===== src/logic/ppu_timing_pkg.sv =====
//**********************************************************
// raster dimensions and vblank lines
//**********************************************************
`default_nettype none

package ppu_timing_pkg;

    // full raster including blanking
    localparam logic [8:0] SCREEN_WIDTH  = 9'd341;
    localparam logic [8:0] SCREEN_HEIGHT = 9'd262;

    // visible picture area
    localparam logic [8:0] VISIBLE_WIDTH  = 9'd256;
    localparam logic [8:0] VISIBLE_HEIGHT = 9'd240;

    // vblank flag set on the first, cleared on the second
    localparam logic [8:0] VBLANK_START_LINE = 9'd241;
    localparam logic [8:0] VBLANK_END_LINE   = 9'd261;

endpackage

`default_nettype wire


===== src/logic/ppu_timing.sv =====
//**********************************************************
// raster counter, visible area and vblank strobes
//**********************************************************
`timescale 1ns/10ps
`default_nettype none

module ppu_timing
    import ppu_timing_pkg::*;
(
    input  logic       i_clk,
    input  logic       i_reset_n,
    output logic [8:0] o_x,
    output logic [8:0] o_y,
    output logic       o_visible,
    output logic       o_vblank_start,
    output logic       o_vblank_end
);

    logic line_end;

    assign line_end = (o_x == SCREEN_WIDTH - 9'd1);

    always_ff @(posedge i_clk)
    begin
        if (!i_reset_n)
        begin
            o_x <= 9'd0;
            o_y <= 9'd0;
        end
        else if (line_end)
        begin
            o_x <= 9'd0;
            o_y <= (o_y == SCREEN_HEIGHT - 9'd1) ? 9'd0 : o_y + 9'd1;
        end
        else
        begin
            o_x <= o_x + 9'd1;
        end
    end

    assign o_visible = (o_x < VISIBLE_WIDTH) && (o_y < VISIBLE_HEIGHT);

    // high in the last cycle of the line before, so the flag
    // changes at the edge that starts x=0 of the event line
    assign o_vblank_start = line_end && (o_y == VBLANK_START_LINE - 9'd1);
    assign o_vblank_end   = line_end && (o_y == VBLANK_END_LINE - 9'd1);

endmodule

`default_nettype wire


===== config.mk =====
export PLATFORM = sky130hd
export DESIGN_NAME = ppu_timing
export DESIGN_NICKNAME = d
export VERILOG_FILES = /design/src/logic/ppu_timing_pkg.sv /design/src/logic/ppu_timing.sv
export SDC_FILE = /design/constraint.sdc
export NUM_CORES = 1
export LEC_CHECK = 0
export ABC_AREA = 1
export BUFFER_PORTS_ARGS = -buffer_cell sky130_fd_sc_hd__buf_2
export CORE_MARGIN = 2
export CORE_UTILIZATION = 40
export DETAILED_ROUTE_END_ITERATION = 10
export GPL_TIMING_DRIVEN = 0
export PLACE_DENSITY = 0.62
export RECOVER_POWER = 25
export SYNTH_ARGS = -nofsm -noshare
export SYNTH_HDL_FRONTEND = slang
export SYNTH_SLANG_ARGS = --single-unit

===== constraint.sdc =====
create_clock -name i_clk -period 2.2 [get_ports i_clk]
set_input_delay 0.11 -clock i_clk [delete_from_list [all_inputs] [get_ports i_clk]]
set_output_delay 0.11 -clock i_clk [all_outputs]
set_load 0.005 [all_outputs]

==> metrics.md <==
| Metric | Value |
|---|---|
| Status | `finished, final reports clean` |
| Grt ovf | `0` |
| Worst Path Arrival | `1.60 ns` |
| Yosys warning count | `0` |
| Boundary Pins | `23` |
| Crit-path max FO | `6` |
| # rows | `18` |
| Setup crit end | `o_vblank_end` |
| TritonCTS buffer count | `3` |
| Commonest non-fill, non-tap cell in the layout | `nand2_1` |
| Crit path launch type | `flop` |
| Reg-to-reg endpoint | `o_y[8]$_SDFFE_PN0N_` |
| Placer Congestion | `0.768` |
| Root Buffer | `clkbuf_4` |
| Place WS | `0.735 ns` |
| Layout Skew | `0.00193 ns` |
| Worst-Margin Slew | `0.321 ns` |
| Commonest non-fill, non-tap cells in the layout | `nand2_1 (43), inv_1 (25), nor2_1 (23)` |
| CTS sink cnt | `18` |
| Tmin final | `1.71 ns` |
| First-pass GRT wire length | `3590 um` |
| Syn_nets | `168` |
| Die area | `0.00301 mm2` |
| CP startpoint | `o_x[0]$_SDFF_PP0_` |
| Slowest-stage cell, CP | `dfxtp_1` |
| Share of cells above drive strength 1 | `17.6%` |
| Critical path type | `reg -> out` |
| Worst r2r src | `o_x[0]$_SDFF_PP0_` |
| Mean post-synth cell area | `6.43 um2` |
| Final setup TNS | `0 ns` |
| Period utilization | `77.9%` |
| # resized after CTS | `0` |
| Die Wd | `54.9 um` |
| Crit-path max cell delay | `0.37 ns` |
| Vias in the first global route | `857` |
| Core region area | `0.00245 mm2` |
| Final hold vios | `0` |
| Largest net degree at the start of global routing | `11` |
| Drt total wl | `2270 um` |
| Htree depth | `1` |
| Synthesized flop and latch total | `18` |
| Async set-reset flop share out of synthesis | `0%` |
| Ys flop type | `dfxtp_1` |
| Ant. Diodes | `0` |
| Worst slew margin | `78.4%` |
| Vias per cell | `4.81` |
| Maximum vdd drop | `281 uV` |
| Drt wl/cell | `10.5 um` |
| CP Capture Type | `primary output` |
| Longest Clk Path Bufs | `2` |
| Worst Path Required | `2.09 ns` |
| Synth unique cells | `18` |
| Synthesized area | `0.00104 mm2` |
| Hold_buf cts | `0` |
| Post-route worst setup slack | `0.486 ns` |
| Seq/Total Area, Yosys | `34.8%` |
| Initial Utilization | `42.2%` |
| Area Overhead vs Synth | `17.1%` |
| Final setup vio count | `0` |
| Cells after Synth | `161` |
| RSZ-0062 raised after global routing | `no` |
| Clock slew at reported path FFs | `0.12 ns` |
| Critical Path, Cell by Cell | `inv_1 -> ha_1 -> nand2_1 -> nor2_1 -> nand2_2 -> nor3_1 -> buf_2` |
| Vias | `1,043` |
| Skew-Pair Late Insertion Delay | `0.30 ns` |
| Post-CTS Setup Inserts | `0` |
| Reg2reg path depth | `9` |
| Max cap viols | `0` |
| Power Density | `477 mW/mm2` |
| DRC violations left | `0` |
| Total power draw | `578 uW` |
| Max Slew Vio Count | `0` |
| Number of port buffers | `22` |
| Hpwl dp | `1760 um` |
| GRT Total Usage | `16.7%` |
| CTS tree | `done` |
| Floorplan die height | `54.9 um` |
| Worst R2R Setup Slack | `0.72 ns` |
| 1st-pass router iterations | `4` |
| F_max | `583 MHz` |
| Hold/Removal Path Class | `in -> reg` |
| Post-synth EDFFs | `0` |
| Lkg Pwr | `0.000588 uW` |
| Initial drt markers | `20` |
| Initial antenna violation count | `0` |
| Antenna viol nets, final | `0` |
| Nets | `195` |
state kept, by name, summed over array words and instances, names as in the netlist:
| register | flops |
|---|---|
| o_x | 9 |
| o_y | 9 |
how the worst min path moves through the flow:
stage	depth (start not counted)	start	endpoint	slack, ns
6_report	3	i_reset_n	o_y[0]$_SDFFE_PN0N_	0.13
5_1_grt	3	i_reset_n	o_y[0]$_SDFFE_PN0N_	0.16
4_1_cts	3	i_reset_n	o_y[0]$_SDFFE_PN0N_	0.12
3_5_place_dp	3	i_reset_n	o_y[0]$_SDFFE_PN0N_	0.45
3_3_place_gp	3	i_reset_n	o_y[0]$_SDFFE_PN0N_	0.44
2_1_floorplan	2	i_reset_n	o_y[1]$_SDFFE_PN0N_	0.25
worst max-delay path: cells and delay by family, from the launching register on:
| family | cells | cell delay, ns |
|---|---|---|
| adder cells (fa/ha/maj) | 1 | 0.14 |
| buffers and inverters | 2 | 0.21 |
| flip-flops | 1 | 0.37 |
| AND/OR/NAND/NOR | 4 | 0.58 |
final cells by class:
cell class / instances / area (um2)
Inverter: 27 / 101
Sequential cell: 18 / 360
Clock buffer: 4 / 36.3
Fill cell: 270 / 1240
Timing Repair Buffer: 22 / 104
Buffer: 1 / 11.3
Tap cell: 30 / 37.5
Multi-Input combinational cell: 115 / 563
cell usage after synthesis (2+ instances only):
cell | number | area, um2
a21oi_1 | 8 | 40.0
dfxtp_1 | 18 | 360
ha_1 | 5 | 62.6
inv_1 | 25 | 93.8
inv_2 | 2 | 7.51
nand2_1 | 43 | 161
nand2_2 | 5 | 31.3
nand3_1 | 12 | 60.1
nand4_1 | 4 | 25.0
nor2_1 | 23 | 86.3
nor2_2 | 2 | 12.5
nor3_1 | 4 | 20.0
o21ai_0 | 5 | 25.0
power breakdown:
group | total [uW] | switching, uW | internal [uW] | leakage, uW
sequential | 337 | 6.29 | 330 | 0.000146
combinational | 26.2 | 15.9 | 10.3 | 0.000422
clock | 216 | 115 | 101 | 0.0000210
total | 578 | 137 | 442 | 0.000588
cell families after synthesis:
group / after synthesis / share of synthesized area [%]
and+or+nand+nor: 96 / 41.2
buffers and inverters: 28 / 10.9
DFF: 18 / 34.8
AOI/OAI and AO/OA: 13 / 6.28
adders and majority gates: 5 / 6.04
xor gates and xnor gates: 1 / 0.846
metal layers:
layer  vias to the layer above  track usage [%]  wire length (um)
met5                         -                0                 0
met4                         0             6.10                24
met3                         4             2.42                94
met2                        18             26.8              1020
met1                       472             22.6              1130
li1                        549                -                 -
stage by stage:
stage,cells,hold WS [ns],utilization [%],area [um2]
after floorplan,161,0.252,-,1040
after global placement,213,0.439,48.2,1180
after detailed placement,213,0.453,48.2,1180
after CTS,217,0.123,49.7,1220
after global routing,217,0.156,49.4,1210
final,217,0.131,49.4,1210
Note: power is estimated with default switching activity, not from simulation.
