$ cat config.mk
export PLATFORM = sky130hd
export DESIGN_NAME = palette_rgb
export DESIGN_NICKNAME = d
export VERILOG_FILES = /design/src/logic/ppu_timing_pkg.sv /design/src/logic/palette_rgb.sv
export SDC_FILE = /design/constraint.sdc
export NUM_CORES = 1
export LEC_CHECK = 0
export BUFFER_PORTS_ARGS = -buffer_cell sky130_fd_sc_hd__buf_2
export CORE_ASPECT_RATIO = 1.1
export CORE_UTILIZATION = 35
export CTS_CLUSTER_SIZE = 14
export DETAILED_ROUTE_END_ITERATION = 6
export PLACE_DENSITY = 0.62
export RECOVER_POWER = 50
export SLEW_MARGIN = 25
export SYNTH_ARGS = -nofsm -noshare
export SYNTH_HDL_FRONTEND = slang
export SYNTH_SLANG_ARGS = --single-unit
$ cat constraint.sdc
create_clock -name i_clk -period 2.2 [get_ports i_clk]
set_clock_uncertainty 0.2 [all_clocks]
set_input_delay 0.33 -clock i_clk [delete_from_list [all_inputs] [get_ports i_clk]]
set_output_delay 0.33 -clock i_clk [all_outputs]
set_load 0.01 [all_outputs]
$ cat src/logic/ppu_timing_pkg.sv
//**********************************************************
// raster dimensions and vblank lines
//**********************************************************
`default_nettype none

package ppu_timing_pkg;

    // full raster including blanking
    localparam logic [8:0] SCREEN_WIDTH  = 9'd341;
    localparam logic [8:0] SCREEN_HEIGHT = 9'd262;

    // visible picture area
    localparam logic [8:0] VISIBLE_WIDTH  = 9'd256;
    localparam logic [8:0] VISIBLE_HEIGHT = 9'd240;

    // vblank flag set on the first, cleared on the second
    localparam logic [8:0] VBLANK_START_LINE = 9'd241;
    localparam logic [8:0] VBLANK_END_LINE   = 9'd261;

endpackage

`default_nettype wire

$ cat src/logic/palette_rgb.sv
//**********************************************************
// system colour table and registered RGB output
//**********************************************************
`timescale 1ns/10ps
`default_nettype none

module palette_rgb
    import ppu_timing_pkg::*;
(
    input  logic       i_clk,
    input  logic       i_reset_n,
    input  logic [5:0] i_index,
    input  logic       i_visible,
    output logic [7:0] o_red,
    output logic [7:0] o_green,
    output logic [7:0] o_blue
);

    // 64 colours as 0xRRGGBB
    localparam logic [23:0] SYS_COLOURS [64] = '{
        24'h7C7C7C, 24'h0000FC, 24'h0000BC, 24'h4428BC,
        24'h940084, 24'hA80020, 24'hA81000, 24'h881400,
        24'h503000, 24'h007800, 24'h006800, 24'h005800,
        24'h004058, 24'h000000, 24'h000000, 24'h000000,
        24'hBCBCBC, 24'h0078F8, 24'h0058F8, 24'h6844FC,
        24'hD800CC, 24'hE40058, 24'hF83800, 24'hE45C10,
        24'hAC7C00, 24'h00B800, 24'h00A800, 24'h00A844,
        24'h008888, 24'h000000, 24'h000000, 24'h000000,
        24'hF8F8F8, 24'h3CBCFC, 24'h6888FC, 24'h9878F8,
        24'hF878F8, 24'hF85898, 24'hF87858, 24'hFCA044,
        24'hF8B800, 24'hB8F818, 24'h58D854, 24'h58F898,
        24'h00E8D8, 24'h787878, 24'h000000, 24'h000000,
        24'hFFFFFF, 24'hA4E4FC, 24'hB8B8F8, 24'hD8B8F8,
        24'hF8B8F8, 24'hF8A4C0, 24'hF0D0B0, 24'hFCE0A8,
        24'hF8D878, 24'hD8F878, 24'hB8F8B8, 24'hB8F8D8,
        24'h00FCFC, 24'hF8D8F8, 24'h000000, 24'h000000
    };

    logic [23:0] rgb_q;

    // one cycle behind the raster, black outside the picture
    always_ff @(posedge i_clk)
    begin
        if (!i_reset_n)
            rgb_q <= 24'h000000;
        else if (i_visible)
            rgb_q <= SYS_COLOURS[i_index];
        else
            rgb_q <= 24'h000000;
    end

    assign o_red   = rgb_q[23:16];
    assign o_green = rgb_q[15:8];
    assign o_blue  = rgb_q[7:0];

endmodule

`default_nettype wire

==> results.md <==
- DP HPWL: 4.65 mm
- Worst-path clk slew: 0.08 ns
- Sequential fraction of the synthesis area: 20.1%
- WHS Endpoint: rgb_q[11]
- Max-slew headroom: 60.6%
- # nets final: 317
- H-Tree Depth: 1
- Hold WC Path Type: input port to flip-flop
- Largest stage delay, worst path: 0.47 ns
- Crit path required time: 2.18 ns
- Fin. Hold Viols: 0
- DRT antenna net count: 0
- Average wire per standard cell: 17.2 µm
- DP Worst Slack: 0.0438 ns
- Routability cong.: 0.981
- WS Path Type: input port to flip-flop
- Aggregate global-route resource usage: 23.2%
- Leakage Power: 0.891 nW
- Die height: 79.1 µm
- Arrival time worst endpoint: 1.89 ns
- Fmax: 0.525 GHz
- Via density: 6.08
- Critical path cell sequence: buf_2, buf_4, ha_1, nand2_1, nand2_1, mux4_2, a221oi_2
- Post-route insts no fill: 369
- Iteration-0 DRC count of the detailed router: 471
- Post-CTS Resized: 0
- Vias in the first global route: 2,036
- CP max stage cell: mux4_2
- Top Registers: rgb_q (19)
- Post-route DRC: 0
- Core Rows: 27
- Unrepaired setup endpoints after global routing: no
- Die area: 0.00570 mm²
- Peak supply drop: 0.203 mV
- Clock Tree Root: clkbuf_8
- Hold path depth: 3
- Fin crit period: 1.90 ns
- Max reg flops: 19
- TNS Setup: 0 ns
- Status: complete, no violations
- Mean Syn Cell Area: 7.25 µm²
- Fin crit share: 86.6%
- Peak fanout along the critical path: 10
- Placed Cells incl. Taps: 365
- Number of flops mapped to enable cells by yosys: 0
- Hold Path Origin: i_index[5]
- TritonCTS clock tree: built
- Global route overflow: 0
- Setup bufs post-CTS: 0
- PwrDens: 442 mW/mm²
- Most common cell after layout, fill and taps aside: nand2_1
- Ys async rst share: 0%
- Port bufs: 32
- Post-Synthesis Cells: 261
- Syn nets: 280
- Slew Viols, Final: 0
- Ys Warns: 0
- CTS buffer count: 3
- Most used DFF post-synth: dfxtp_1
- Layout area overhead: 18.1%
- Antenna cell count: 0
- Reg with most FFs: rgb_q
- Final setup viols: 0
- Layout cell share with drive strength beyond 1: 17.2%
- CTS Hold Bufs: 0
- Clock sink total: 19
- Cell mode on critical path: nand2_1
- Vias: 2,243
- Starting density of the core: 37.1%
- Drt total wl: 6.35 mm
- Max Cap Viol: 0
- Synth Cell Area: 0.00189 mm²
- Pin count of the biggest net entering global routing: 31
- Core area: 0.00510 mm²
- Initial antenna violation count: 0
- Clock tree buffer depth: 2
- DIE WIDTH: 72.1 µm
- Post-synth cell types: 55
- Global-route wire length before repair: 10.2 mm
- Worst-margin pin slew: 0.590 ns
- Most frequent cells in the layout: nand2_1 (28), buf_4 (26), clkbuf_1 (22)
- #FFs+latches synth: 19
- Setup WS post-layout: 0.296 ns
- Critical path startpoint category: input port
- IO Pins: 33
- Crit end category: flip-flop
- Pre-antenna DRT Iters: 5
==> worst max-delay path, delay by kind of cell <==
kind | cells | cell delay [ns]
and+or+nand+nor | 2 | 0.22
adders and majority gates | 1 | 0.32
AOI/OAI and AO/OA | 1 | 0.27
buffers and inverters | 2 | 0.27
muxes | 1 | 0.47
==> cell type report <==
cell class | count | area [µm²]
inverters | 9 | 33.8
repair buffers | 60 | 369
multi-input cells | 205 | 1320
fillers | 520 | 2870
flip-flops and latches | 19 | 380
clock buffers | 4 | 45.0
well taps | 72 | 90.1
==> routing by layer <==
layer	wire (µm)	track usage, %	up-vias
met5	0	0	-
met4	342	15.7	0
li1	-	-	1017
met1	2510	29.4	1010
met2	2840	35.9	179
met3	654	3.81	37
==> cells by family (layout without fill, tap and decap cells) <==
| logic type | count (synthesis) | in the layout | share of synthesized area, % |
|---|---|---|---|
| adder cells (fa/ha/maj) | 10 | 10 | 6.61 |
| AO/OA/AOI/OAI | 93 | 93 | 32.0 |
| multiplexers | 5 | 5 | 4.89 |
| flip-flops | 19 | 19 | 20.1 |
| buffers and inverters | 37 | 73 | 10.4 |
| AND/OR/NAND/NOR | 97 | 97 | 26.0 |
==> worst max-delay path by stage <==
stage,startpoint,to,slack [ns]
floorplan,i_index[1],rgb_q[14],0.19
global placement,i_index[0],rgb_q[14],0.04
detailed placement,i_index[0],rgb_q[14],0.04
CTS,i_index[0],rgb_q[14],0.31
global route,i_index[0],rgb_q[7],0.12
finish,i_index[0],rgb_q[14],0.30
==> per-stage QoR <==
stage / util, % / area (µm²) / power (W) / hold WS [ns]
2_1_floorplan: - / 1890 / 0.000605 / 0.339
4_1_cts: 44.3 / 2260 / 0.000979 / 0.269
3_3_place_gp: 43.4 / 2210 / 0.000734 / 0.521
3_5_place_dp: 43.4 / 2210 / 0.000730 / 0.522
5_1_grt: 43.8 / 2230 / 0.00103 / 0.282
6_report: 43.8 / 2230 / 0.000988 / 0.271
==> report_power, final <==
group,switching [W],internal (W),total [W]
Combinational,0.000220,0.000146,0.000366
Clock,0.000127,0.000129,0.000256
Sequential,0.00000423,0.000361,0.000365
Total,0.000352,0.000636,0.000988
==> cells in the mapped netlist (2+ instances only) <==
cell type / count / share of area (%)
o22ai_1: 3 / 0.99
clkbuf_1: 4 / 0.79
a32oi_1: 3 / 1.4
a211oi_1: 3 / 1.2
nor2b_1: 12 / 4.0
nand3b_1: 3 / 1.2
buf_2: 13 / 3.4
nor2_1: 18 / 3.6
o21ai_0: 14 / 3.7
buf_6: 3 / 1.8
nor3_1: 4 / 1.1
inv_2: 2 / 0.40
and2_1: 3 / 0.99
and3_1: 4 / 1.3
o31ai_1: 2 / 0.79
a21oi_1: 21 / 5.6
dfxtp_1: 19 / 20
o2111ai_1: 2 / 0.93
mux4_2: 3 / 3.6
and4_1: 2 / 0.93
nand2b_1: 8 / 2.6
o211ai_1: 7 / 2.8
ha_1: 10 / 6.6
buf_4: 5 / 2.0
nand2_1: 28 / 5.6
nand3_1: 9 / 2.4
inv_1: 7 / 1.4
o21ai_1: 9 / 2.4
a31oi_1: 11 / 3.6
buf_1: 3 / 0.60
o32a_1: 2 / 1.1
No activity file was read; power rests on OpenSTA's default activity.
