--- config.mk ---
export PLATFORM = sky130hd
export DESIGN_NAME = ppu_registers_flat
export DESIGN_NICKNAME = d
export VERILOG_FILES = /design/src/logic/ppu_regs_pkg.sv /design/src/logic/ppu_timing_pkg.sv /design/src/logic/video_bus_if.sv /design/src/logic/ppu_registers.sv /design/src/flat_wrapper.sv
export SDC_FILE = /design/constraint.sdc
export NUM_CORES = 2
export LEC_CHECK = 0
export BUFFER_PORTS_ARGS = -buffer_cell sky130_fd_sc_hd__buf_2
export CELL_PAD_IN_SITES_DETAIL_PLACEMENT = 1
export CELL_PAD_IN_SITES_GLOBAL_PLACEMENT = 1
export CORE_MARGIN = 4
export CORE_UTILIZATION = 50
export CTS_BUF_LIST = sky130_fd_sc_hd__clkbuf_4 sky130_fd_sc_hd__clkbuf_8
export CTS_CLUSTER_DIAMETER = 60
export DETAILED_ROUTE_END_ITERATION = 10
export PLACE_DENSITY_LB_ADDON = 0.15
export SLEW_MARGIN = 10
export SYNTH_ARGS = -nofsm -noshare
export SYNTH_HDL_FRONTEND = slang
export SYNTH_SLANG_ARGS = --single-unit
--- constraint.sdc ---
create_clock -name i_clk -period 3.4 [get_ports i_clk]
set_clock_uncertainty 0.15 [all_clocks]
set_input_delay 0.34 -clock i_clk [delete_from_list [all_inputs] [get_ports i_clk]]
set_output_delay 0.34 -clock i_clk [all_outputs]
set_load 0.05 [all_outputs]
--- src/logic/ppu_regs_pkg.sv ---
//**********************************************************
// register select codes, bus levels, control bits and
// address ranges of the CPU-visible PPU registers
//**********************************************************
`default_nettype none

package ppu_regs_pkg;

    // register select on the CPU port
    typedef enum logic [2:0]
    {
        PPUCTRL   = 3'd0,
        PPUMASK   = 3'd1,
        PPUSTATUS = 3'd2,
        OAMADDR   = 3'd3,
        OAMDATA   = 3'd4,
        PPUSCROLL = 3'd5,
        PPUADDR   = 3'd6,
        PPUDATA   = 3'd7
    } rs_t;

    // levels of the read/write line
    localparam logic RW_READ  = 1'b1;
    localparam logic RW_WRITE = 1'b0;

    // PPUCTRL bit positions
    localparam int CTRL_INC32_BIT  = 2;
    localparam int CTRL_NMI_EN_BIT = 7;

    // video address space
    localparam int PPU_ADDR_W = 14;
    localparam logic [PPU_ADDR_W-1:0] PALETTE_BASE = 14'h3F00;

endpackage

`default_nettype wire

--- src/logic/ppu_timing_pkg.sv ---
//**********************************************************
// raster dimensions and vblank lines
//**********************************************************
`default_nettype none

package ppu_timing_pkg;

    // full raster including blanking
    localparam logic [8:0] SCREEN_WIDTH  = 9'd341;
    localparam logic [8:0] SCREEN_HEIGHT = 9'd262;

    // visible picture area
    localparam logic [8:0] VISIBLE_WIDTH  = 9'd256;
    localparam logic [8:0] VISIBLE_HEIGHT = 9'd240;

    // vblank flag set on the first, cleared on the second
    localparam logic [8:0] VBLANK_START_LINE = 9'd241;
    localparam logic [8:0] VBLANK_END_LINE   = 9'd261;

endpackage

`default_nettype wire

--- src/logic/video_bus_if.sv ---
//**********************************************************
// internal video memory bus with requester and memory views
//**********************************************************
`timescale 1ns/10ps
`default_nettype none

interface video_bus_if
    import ppu_regs_pkg::*;
();

    // strobes are active low, one cycle per access
    logic                  rd_n;
    logic                  we_n;
    logic [PPU_ADDR_W-1:0] addr;
    logic [7:0]            wdata;
    // valid the cycle after a read strobe
    logic [7:0]            rdata;

    modport requester (output rd_n, output we_n, output addr, output wdata, input rdata);

    modport memory (input rd_n, input we_n, input addr, input wdata, output rdata);

endinterface

`default_nettype wire

--- src/logic/ppu_registers.sv ---
//**********************************************************
// CPU register block, OAM, palette RAM and PPUDATA access
//**********************************************************
`timescale 1ns/10ps
`default_nettype none

module ppu_registers
    import ppu_regs_pkg::*;
    import ppu_timing_pkg::*;
(
    input  logic           i_clk,
    input  logic           i_reset_n,
    input  logic           i_cs_n,
    input  rs_t            i_rs,
    input  logic           i_rw,
    input  logic [7:0]     i_data,
    output logic [7:0]     o_data,
    output logic           o_int_n,
    input  logic           i_vblank_start,
    input  logic           i_vblank_end,
    output logic [5:0]     o_bg_index,
    video_bus_if.requester vbus
);

    logic [7:0]  ppuctrl;
    logic [7:0]  ppumask;
    logic [7:0]  oamaddr;
    logic [7:0]  scroll_x;
    logic [7:0]  scroll_y;
    logic [15:0] ppuaddr;
    logic        write_toggle;
    logic        vblank_flag;
    logic        rd_capture;
    logic [7:0]  read_buffer;

    logic [7:0]  oam [256];
    logic [7:0]  palette [32];

    logic        cpu_rd;
    logic        cpu_wr;
    logic        status_rd;
    logic        data_access;
    logic        in_palette;
    logic [15:0] addr_step;

    assign cpu_rd      = !i_cs_n && (i_rw == RW_READ);
    assign cpu_wr      = !i_cs_n && (i_rw == RW_WRITE);
    assign status_rd   = cpu_rd && (i_rs == PPUSTATUS);
    assign data_access = !i_cs_n && (i_rs == PPUDATA);
    // 0x3F00 and up within the 14-bit space is palette RAM
    assign in_palette  = (ppuaddr[PPU_ADDR_W-1:0] >= PALETTE_BASE);
    assign addr_step   = ppuctrl[CTRL_INC32_BIT] ? 16'd32 : 16'd1;

    // read data appears in the same cycle as the access
    always_comb
    begin
        o_data = 8'h00;
        if (cpu_rd)
        begin
            case (i_rs)
                PPUSTATUS: o_data = {vblank_flag, 7'b0000000};
                OAMDATA:   o_data = oam[oamaddr];
                PPUDATA:   o_data = in_palette ? palette[ppuaddr[4:0]] : read_buffer;
                default:   o_data = 8'h00;
            endcase
        end
    end

    // control registers and the shared write toggle
    always_ff @(posedge i_clk)
    begin
        if (!i_reset_n)
        begin
            ppuctrl      <= 8'h00;
            ppumask      <= 8'h00;
            oamaddr      <= 8'h00;
            scroll_x     <= 8'h00;
            scroll_y     <= 8'h00;
            ppuaddr      <= 16'h0000;
            write_toggle <= 1'b0;
        end
        else if (status_rd)
        begin
            write_toggle <= 1'b0;
        end
        else if (data_access)
        begin
            // reads and writes both step the address
            ppuaddr <= ppuaddr + addr_step;
        end
        else if (cpu_wr)
        begin
            case (i_rs)
                PPUCTRL: ppuctrl <= i_data;
                PPUMASK: ppumask <= i_data;
                OAMADDR: oamaddr <= i_data;
                OAMDATA: oamaddr <= oamaddr + 8'd1;
                PPUSCROLL:
                begin
                    if (write_toggle)
                        scroll_y <= i_data;
                    else
                        scroll_x <= i_data;
                    write_toggle <= !write_toggle;
                end
                PPUADDR:
                begin
                    // high byte first
                    if (write_toggle)
                        ppuaddr[7:0] <= i_data;
                    else
                        ppuaddr[15:8] <= i_data;
                    write_toggle <= !write_toggle;
                end
                default:
                begin
                end
            endcase
        end
    end

    // OAM and palette storage
    always_ff @(posedge i_clk)
    begin
        if (cpu_wr && (i_rs == OAMDATA))
            oam[oamaddr] <= i_data;
        if (cpu_wr && data_access && in_palette)
            palette[ppuaddr[4:0]] <= i_data;
    end

    // a status read wins over the raster events
    always_ff @(posedge i_clk)
    begin
        if (!i_reset_n)
            vblank_flag <= 1'b0;
        else if (status_rd)
            vblank_flag <= 1'b0;
        else if (i_vblank_start)
            vblank_flag <= 1'b1;
        else if (i_vblank_end)
            vblank_flag <= 1'b0;
    end

    // video bus requests
    // the strobe goes low the cycle after the CPU access
    // and read data reaches the buffer one cycle later
    always_ff @(posedge i_clk)
    begin
        if (!i_reset_n)
        begin
            vbus.rd_n   <= 1'b1;
            vbus.we_n   <= 1'b1;
            rd_capture  <= 1'b0;
            read_buffer <= 8'h00;
        end
        else
        begin
            vbus.rd_n  <= !(data_access && cpu_rd && !in_palette);
            vbus.we_n  <= !(data_access && cpu_wr && !in_palette);
            rd_capture <= !vbus.rd_n;
            if (rd_capture)
                read_buffer <= vbus.rdata;
        end
    end

    always_ff @(posedge i_clk)
    begin
        if (data_access)
        begin
            vbus.addr  <= ppuaddr[PPU_ADDR_W-1:0];
            vbus.wdata <= i_data;
        end
    end

    assign o_int_n    = !(vblank_flag && ppuctrl[CTRL_NMI_EN_BIT]);
    // background colour comes from palette entry 0
    assign o_bg_index = palette[0][5:0];

endmodule

`default_nettype wire

--- src/flat_wrapper.sv ---
// flat-port wrapper written by rule: the top's interface ports become plain ports
module ppu_registers_flat import ppu_regs_pkg::*; import ppu_timing_pkg::*;
  (i_clk, i_reset_n, i_cs_n, i_rs, i_rw, i_data, o_data, o_int_n, i_vblank_start, i_vblank_end, o_bg_index, vbus_rd_n, vbus_we_n, vbus_addr, vbus_wdata, vbus_rdata);
  video_bus_if vbus_i ();
  input  logic i_clk;
  input  logic i_reset_n;
  input  logic i_cs_n;
  input  rs_t i_rs;
  input  logic i_rw;
  input  logic [7:0] i_data;
  output logic [7:0] o_data;
  output logic o_int_n;
  input  logic i_vblank_start;
  input  logic i_vblank_end;
  output logic [5:0] o_bg_index;
  output wire logic [$bits(vbus_i.rd_n)-1:0] vbus_rd_n;
  output wire logic [$bits(vbus_i.we_n)-1:0] vbus_we_n;
  output wire logic [$bits(vbus_i.addr)-1:0] vbus_addr;
  output wire logic [$bits(vbus_i.wdata)-1:0] vbus_wdata;
  input wire logic [$bits(vbus_i.rdata)-1:0] vbus_rdata;
  assign vbus_rd_n = vbus_i.rd_n;
  assign vbus_we_n = vbus_i.we_n;
  assign vbus_addr = vbus_i.addr;
  assign vbus_wdata = vbus_i.wdata;
  assign vbus_i.rdata = vbus_rdata;
  ppu_registers u_core (.i_clk(i_clk), .i_reset_n(i_reset_n), .i_cs_n(i_cs_n), .i_rs(i_rs), .i_rw(i_rw), .i_data(i_data), .o_data(o_data), .o_int_n(o_int_n), .i_vblank_start(i_vblank_start), .i_vblank_end(i_vblank_end), .o_bg_index(o_bg_index), .vbus(vbus_i));
endmodule
==> results.md <==
- Worst hold endpoint: u_core.palette[19][1]
- CP startpoint kind: flip-flop
- Wirelength per Cell: about 33 um
- Clk pwr share: 0.416
- Dpl ws: -1086 ps
- Initial antenna violation count: 5
- Vias: between 50000 and 60000
- Slowest stage delay, CP: roughly 550 ps
- Avg Cell Area, Syn: roughly 21 sq um
- Post-route ant nets: 0
- Busiest layer in global routing: met2
- Die Height: between 400 and 500 um
- Core area: around 180000 sq um
- Sw Ratio: 0.2188
- Initial DRC count: 6831
- Clock latency on the worst-skew pair: roughly 1100 ps
- R2R Path Start: u_core.ppuaddr[2]
- Detailed Place HPWL: between 150000 and 200000 um
- Hold Path Depth: 2
- Largest net degree at the start of global routing: approximately 150
- Number of global-route vias before repair: 53980
- Number of H-tree levels: 5
- Post-Syn Instances: approximately 4500
- Clock Sinks: between 2000 and 2500
- RSZ-0062 raised after global routing: yes
- Die area: between 150000 and 200000 sq um
- R2R setup slack: around 170 ps
- Worst slew pin tran: 1053 ps
- Root buffer cell: clkbuf_8
- R2R Path End: u_core.ppuaddr[13]
- Most frequent cells in the layout: edfxtp_1 (2326), buf_4 (740), mux4_2 (566)
- HP Class: primary input to flip-flop
- CP max FO: 8
- Yosys cell types: 70
- Failing checks: setup timing
- Relative slew slack: 0.2929
- Final #Nets: between 5000 and 6000
- Peak VDD IR: 0.4849 mV
- CP arrival: 4250 ps
- Clock buffer depth: 4
- Tcrit/Tclk final: 1.395
- Top_reg_cell synth: edfxtp_1
- GR Util met2: 0.4454
- Vias per cell: 6.199
- Remaining DRCs: 0
- Die Wd: between 400 and 500 um
- Int Pwr: 46440 uW
- Final Slew Violations: 0
- Final hold violations: 0
- Number of synthesized register bits: between 2000 and 2500
- Syn nets: between 4000 and 5000
- Met3 usage: 0.05253
- Final WS setup: -1343 ps
- CTS buffer count: 398
- Initial core utilization: 0.5052
- Fmax: about 0.21 GHz
- Worst hold start: i_data[1]
- Endpoints failing setup: 8
- Synth warn: 0
- Site row count: between 150 and 200
- Cell area power density: roughly 530 nW/um^2
- Post-synthesis sequential area ratio: 0.7628
- CTS tree: yes
- Critical path type: flip-flop to primary output
- Share of cells above drive strength 1: 0.3895
- First-pass GRT wire length: about 400000 um
- CP Cell Sequence: buf_12 > buf_16 > buf_12 > buf_4 > mux4_2 > mux4_2 > a32oi_2 > nand2_2 > a21oi_4 > o31ai_4 > buf_4 > buf_12
- GR Overflow Total: 0
- CP Capture Type: primary output
- Synth Cell Area: between 90000 and 100000 sq um
- Total global routing track utilization: 0.2899
- Crit path time final: 4743 ps
- Fraction of registers with async set/reset: 0
- Leakage: roughly 0.036 uW
- Final instance area: ~110000 sq um
- First-pass DRT Iterations: 8
- WP data required: about 2900 ps
- Crit-path most repeated cell: buf_12
- Fillers: ~16000
- Slowest-stage cell, CP: mux4_2
- Max-cap violations: 0
- Port Buffers: between 60 and 70
- Global placement routability congestion: just under 0.9
- Psw: 13000 uW
- Detailed-route wire length: 279100 um
- Seq pwr share: 0.542
- Most common cell after layout, fill and taps aside: edfxtp_1
- GR Util met1: 0.4243
- IO Pins: between 60 and 70
- Comb pwr share: 0.043
- Placed cell area: approximately 100000 sq um
- Status: finished, violations left
- Cells on worst reg2reg path: 8
- Clk slew on worst S/H paths: around 60 ps
- Post-synth EDFFs: roughly 2300
- Layout area overhead: 21.05%
power by group through the flow:
stage / registers [uW] / logic [uW] / clock network [uW]
global route: 32200 / 2640 / 26600
detailed placement: 32800 / 2250 / 0
CTS: 32200 / 2450 / 25100
finish: 32200 / 2530 / 24700
floorplan: 32800 / 926 / 0
global placement: 32800 / 2190 / 0
synthesized netlist by cell type (36+ instances only):
cell	count	area [sq um]
o21ai_0	40	200.2
nand3_1	51	255.2
dfxtp_1	50	1001
edfxtp_1	2326	69850
mux4_2	566	12750
nor3_1	49	245.2
nor2_1	363	1363
buf_2	36	180.2
nand2_1	156	585.6
clkbuf_1	114	427.9
o22ai_1	52	325.3
a21oi_1	72	360.4
mux2i_1	167	1672
buf_4	53	397.9
layout make-up:
class | instances | area (sq um) | area share
clock inverters | 160 | 978.4 | 0.008702
clock buffers | 542 | 6621 | 0.05889
repair buffers | 1000 | 9474 | 0.08426
well taps | 2464 | 3083 | 0.02742
diodes | 2 | 5.005 | 0.00004451
flip-flops and latches | 2376 | 70870 | 0.6303
inverters | 14 | 56.30 | 0.0005008
multi-input cells | 1824 | 21350 | 0.1899
worst max-delay path by stage:
stage	from	to	slack [ps]	cells past startpoint
after floorplan	flip-flop	o_data[1]	100	11
after global placement	flip-flop	o_data[1]	-1110	14
after detailed placement	flip-flop	o_data[1]	-1090	14
after CTS	flip-flop	o_data[1]	-1370	14
after global routing	flip-flop	o_data[7]	-1430	13
final	flip-flop	o_data[0]	-1340	12
cell families after synthesis:
logic type | count (synthesis) | synth area share
AO/OA/AOI/OAI | 350 | 0.02576
AND/OR/NAND/NOR | 716 | 0.03318
XOR/XNOR | 3 | 0.0002829
multiplexers | 748 | 0.1577
buffers and inverters | 285 | 0.01937
flip-flops | 2376 | 0.7628
adder cells (fa/ha/maj) | 7 | 0.0009429
state kept, by name (all words and copies together), names as in the netlist, named ones only:
register             cells
u_core.oamaddr           8
u_core.write_toggle      1
u_core.vbus.wdata        8
u_core.ppuaddr          14
u_core.palette         256
u_core.vblank_flag       1
u_core.ppuctrl           2
u_core.vbus.rd_n         1
u_core.vbus.we_n         1
u_core.read_buffer       8
u_core.oam            2048
u_core.vbus.addr        14
u_core.rd_capture        1
critical path, delay by kind of cell (launching register included):
| family | cells | cell delay, ps |
|---|---|---|
| DFF | 1 | 410 |
| and+or+nand+nor | 1 | 140 |
| buffers and inverters | 6 | 940 |
| AOI/OAI and AO/OA | 3 | 590 |
| muxes | 2 | 1070 |
repair_timing:
| item | in CTS | in global routing |
|---|---|---|
| pin swaps | 36 | 42 |
| setup buffers | 55 | 36 |
| gates cloned | 10 | 4 |
| endpoints found under the hold margin | 2266 | 0 |
| setup endpoints to repair | 8 | 8 |
| hold buffers | 53 | 0 |
| resized for setup | 221 | 96 |
per-stage QoR:
stage	util	setup TNS [ps]	cells	hold slack (ps)	total power [uW]
3_5_place_dp	0.5531	-6462	7530	290.7	35050
2_1_floorplan	-	0	4485	256.4	33740
6_report	0.6115	-10480	8382	111.7	59440
4_1_cts	0.6071	-10860	8346	10.12	59780
3_3_place_gp	0.5531	-6379	7530	267.6	34990
5_1_grt	0.6115	-11030	8382	78.20	61430
metal layers:
layer,wire (um),vias to the layer above
met1,114200,27790
met3,24220,492
met5,13,-
li1,-,20910
met4,9834,2
met2,130900,2771
Note: power is estimated with default switching activity, not from simulation.
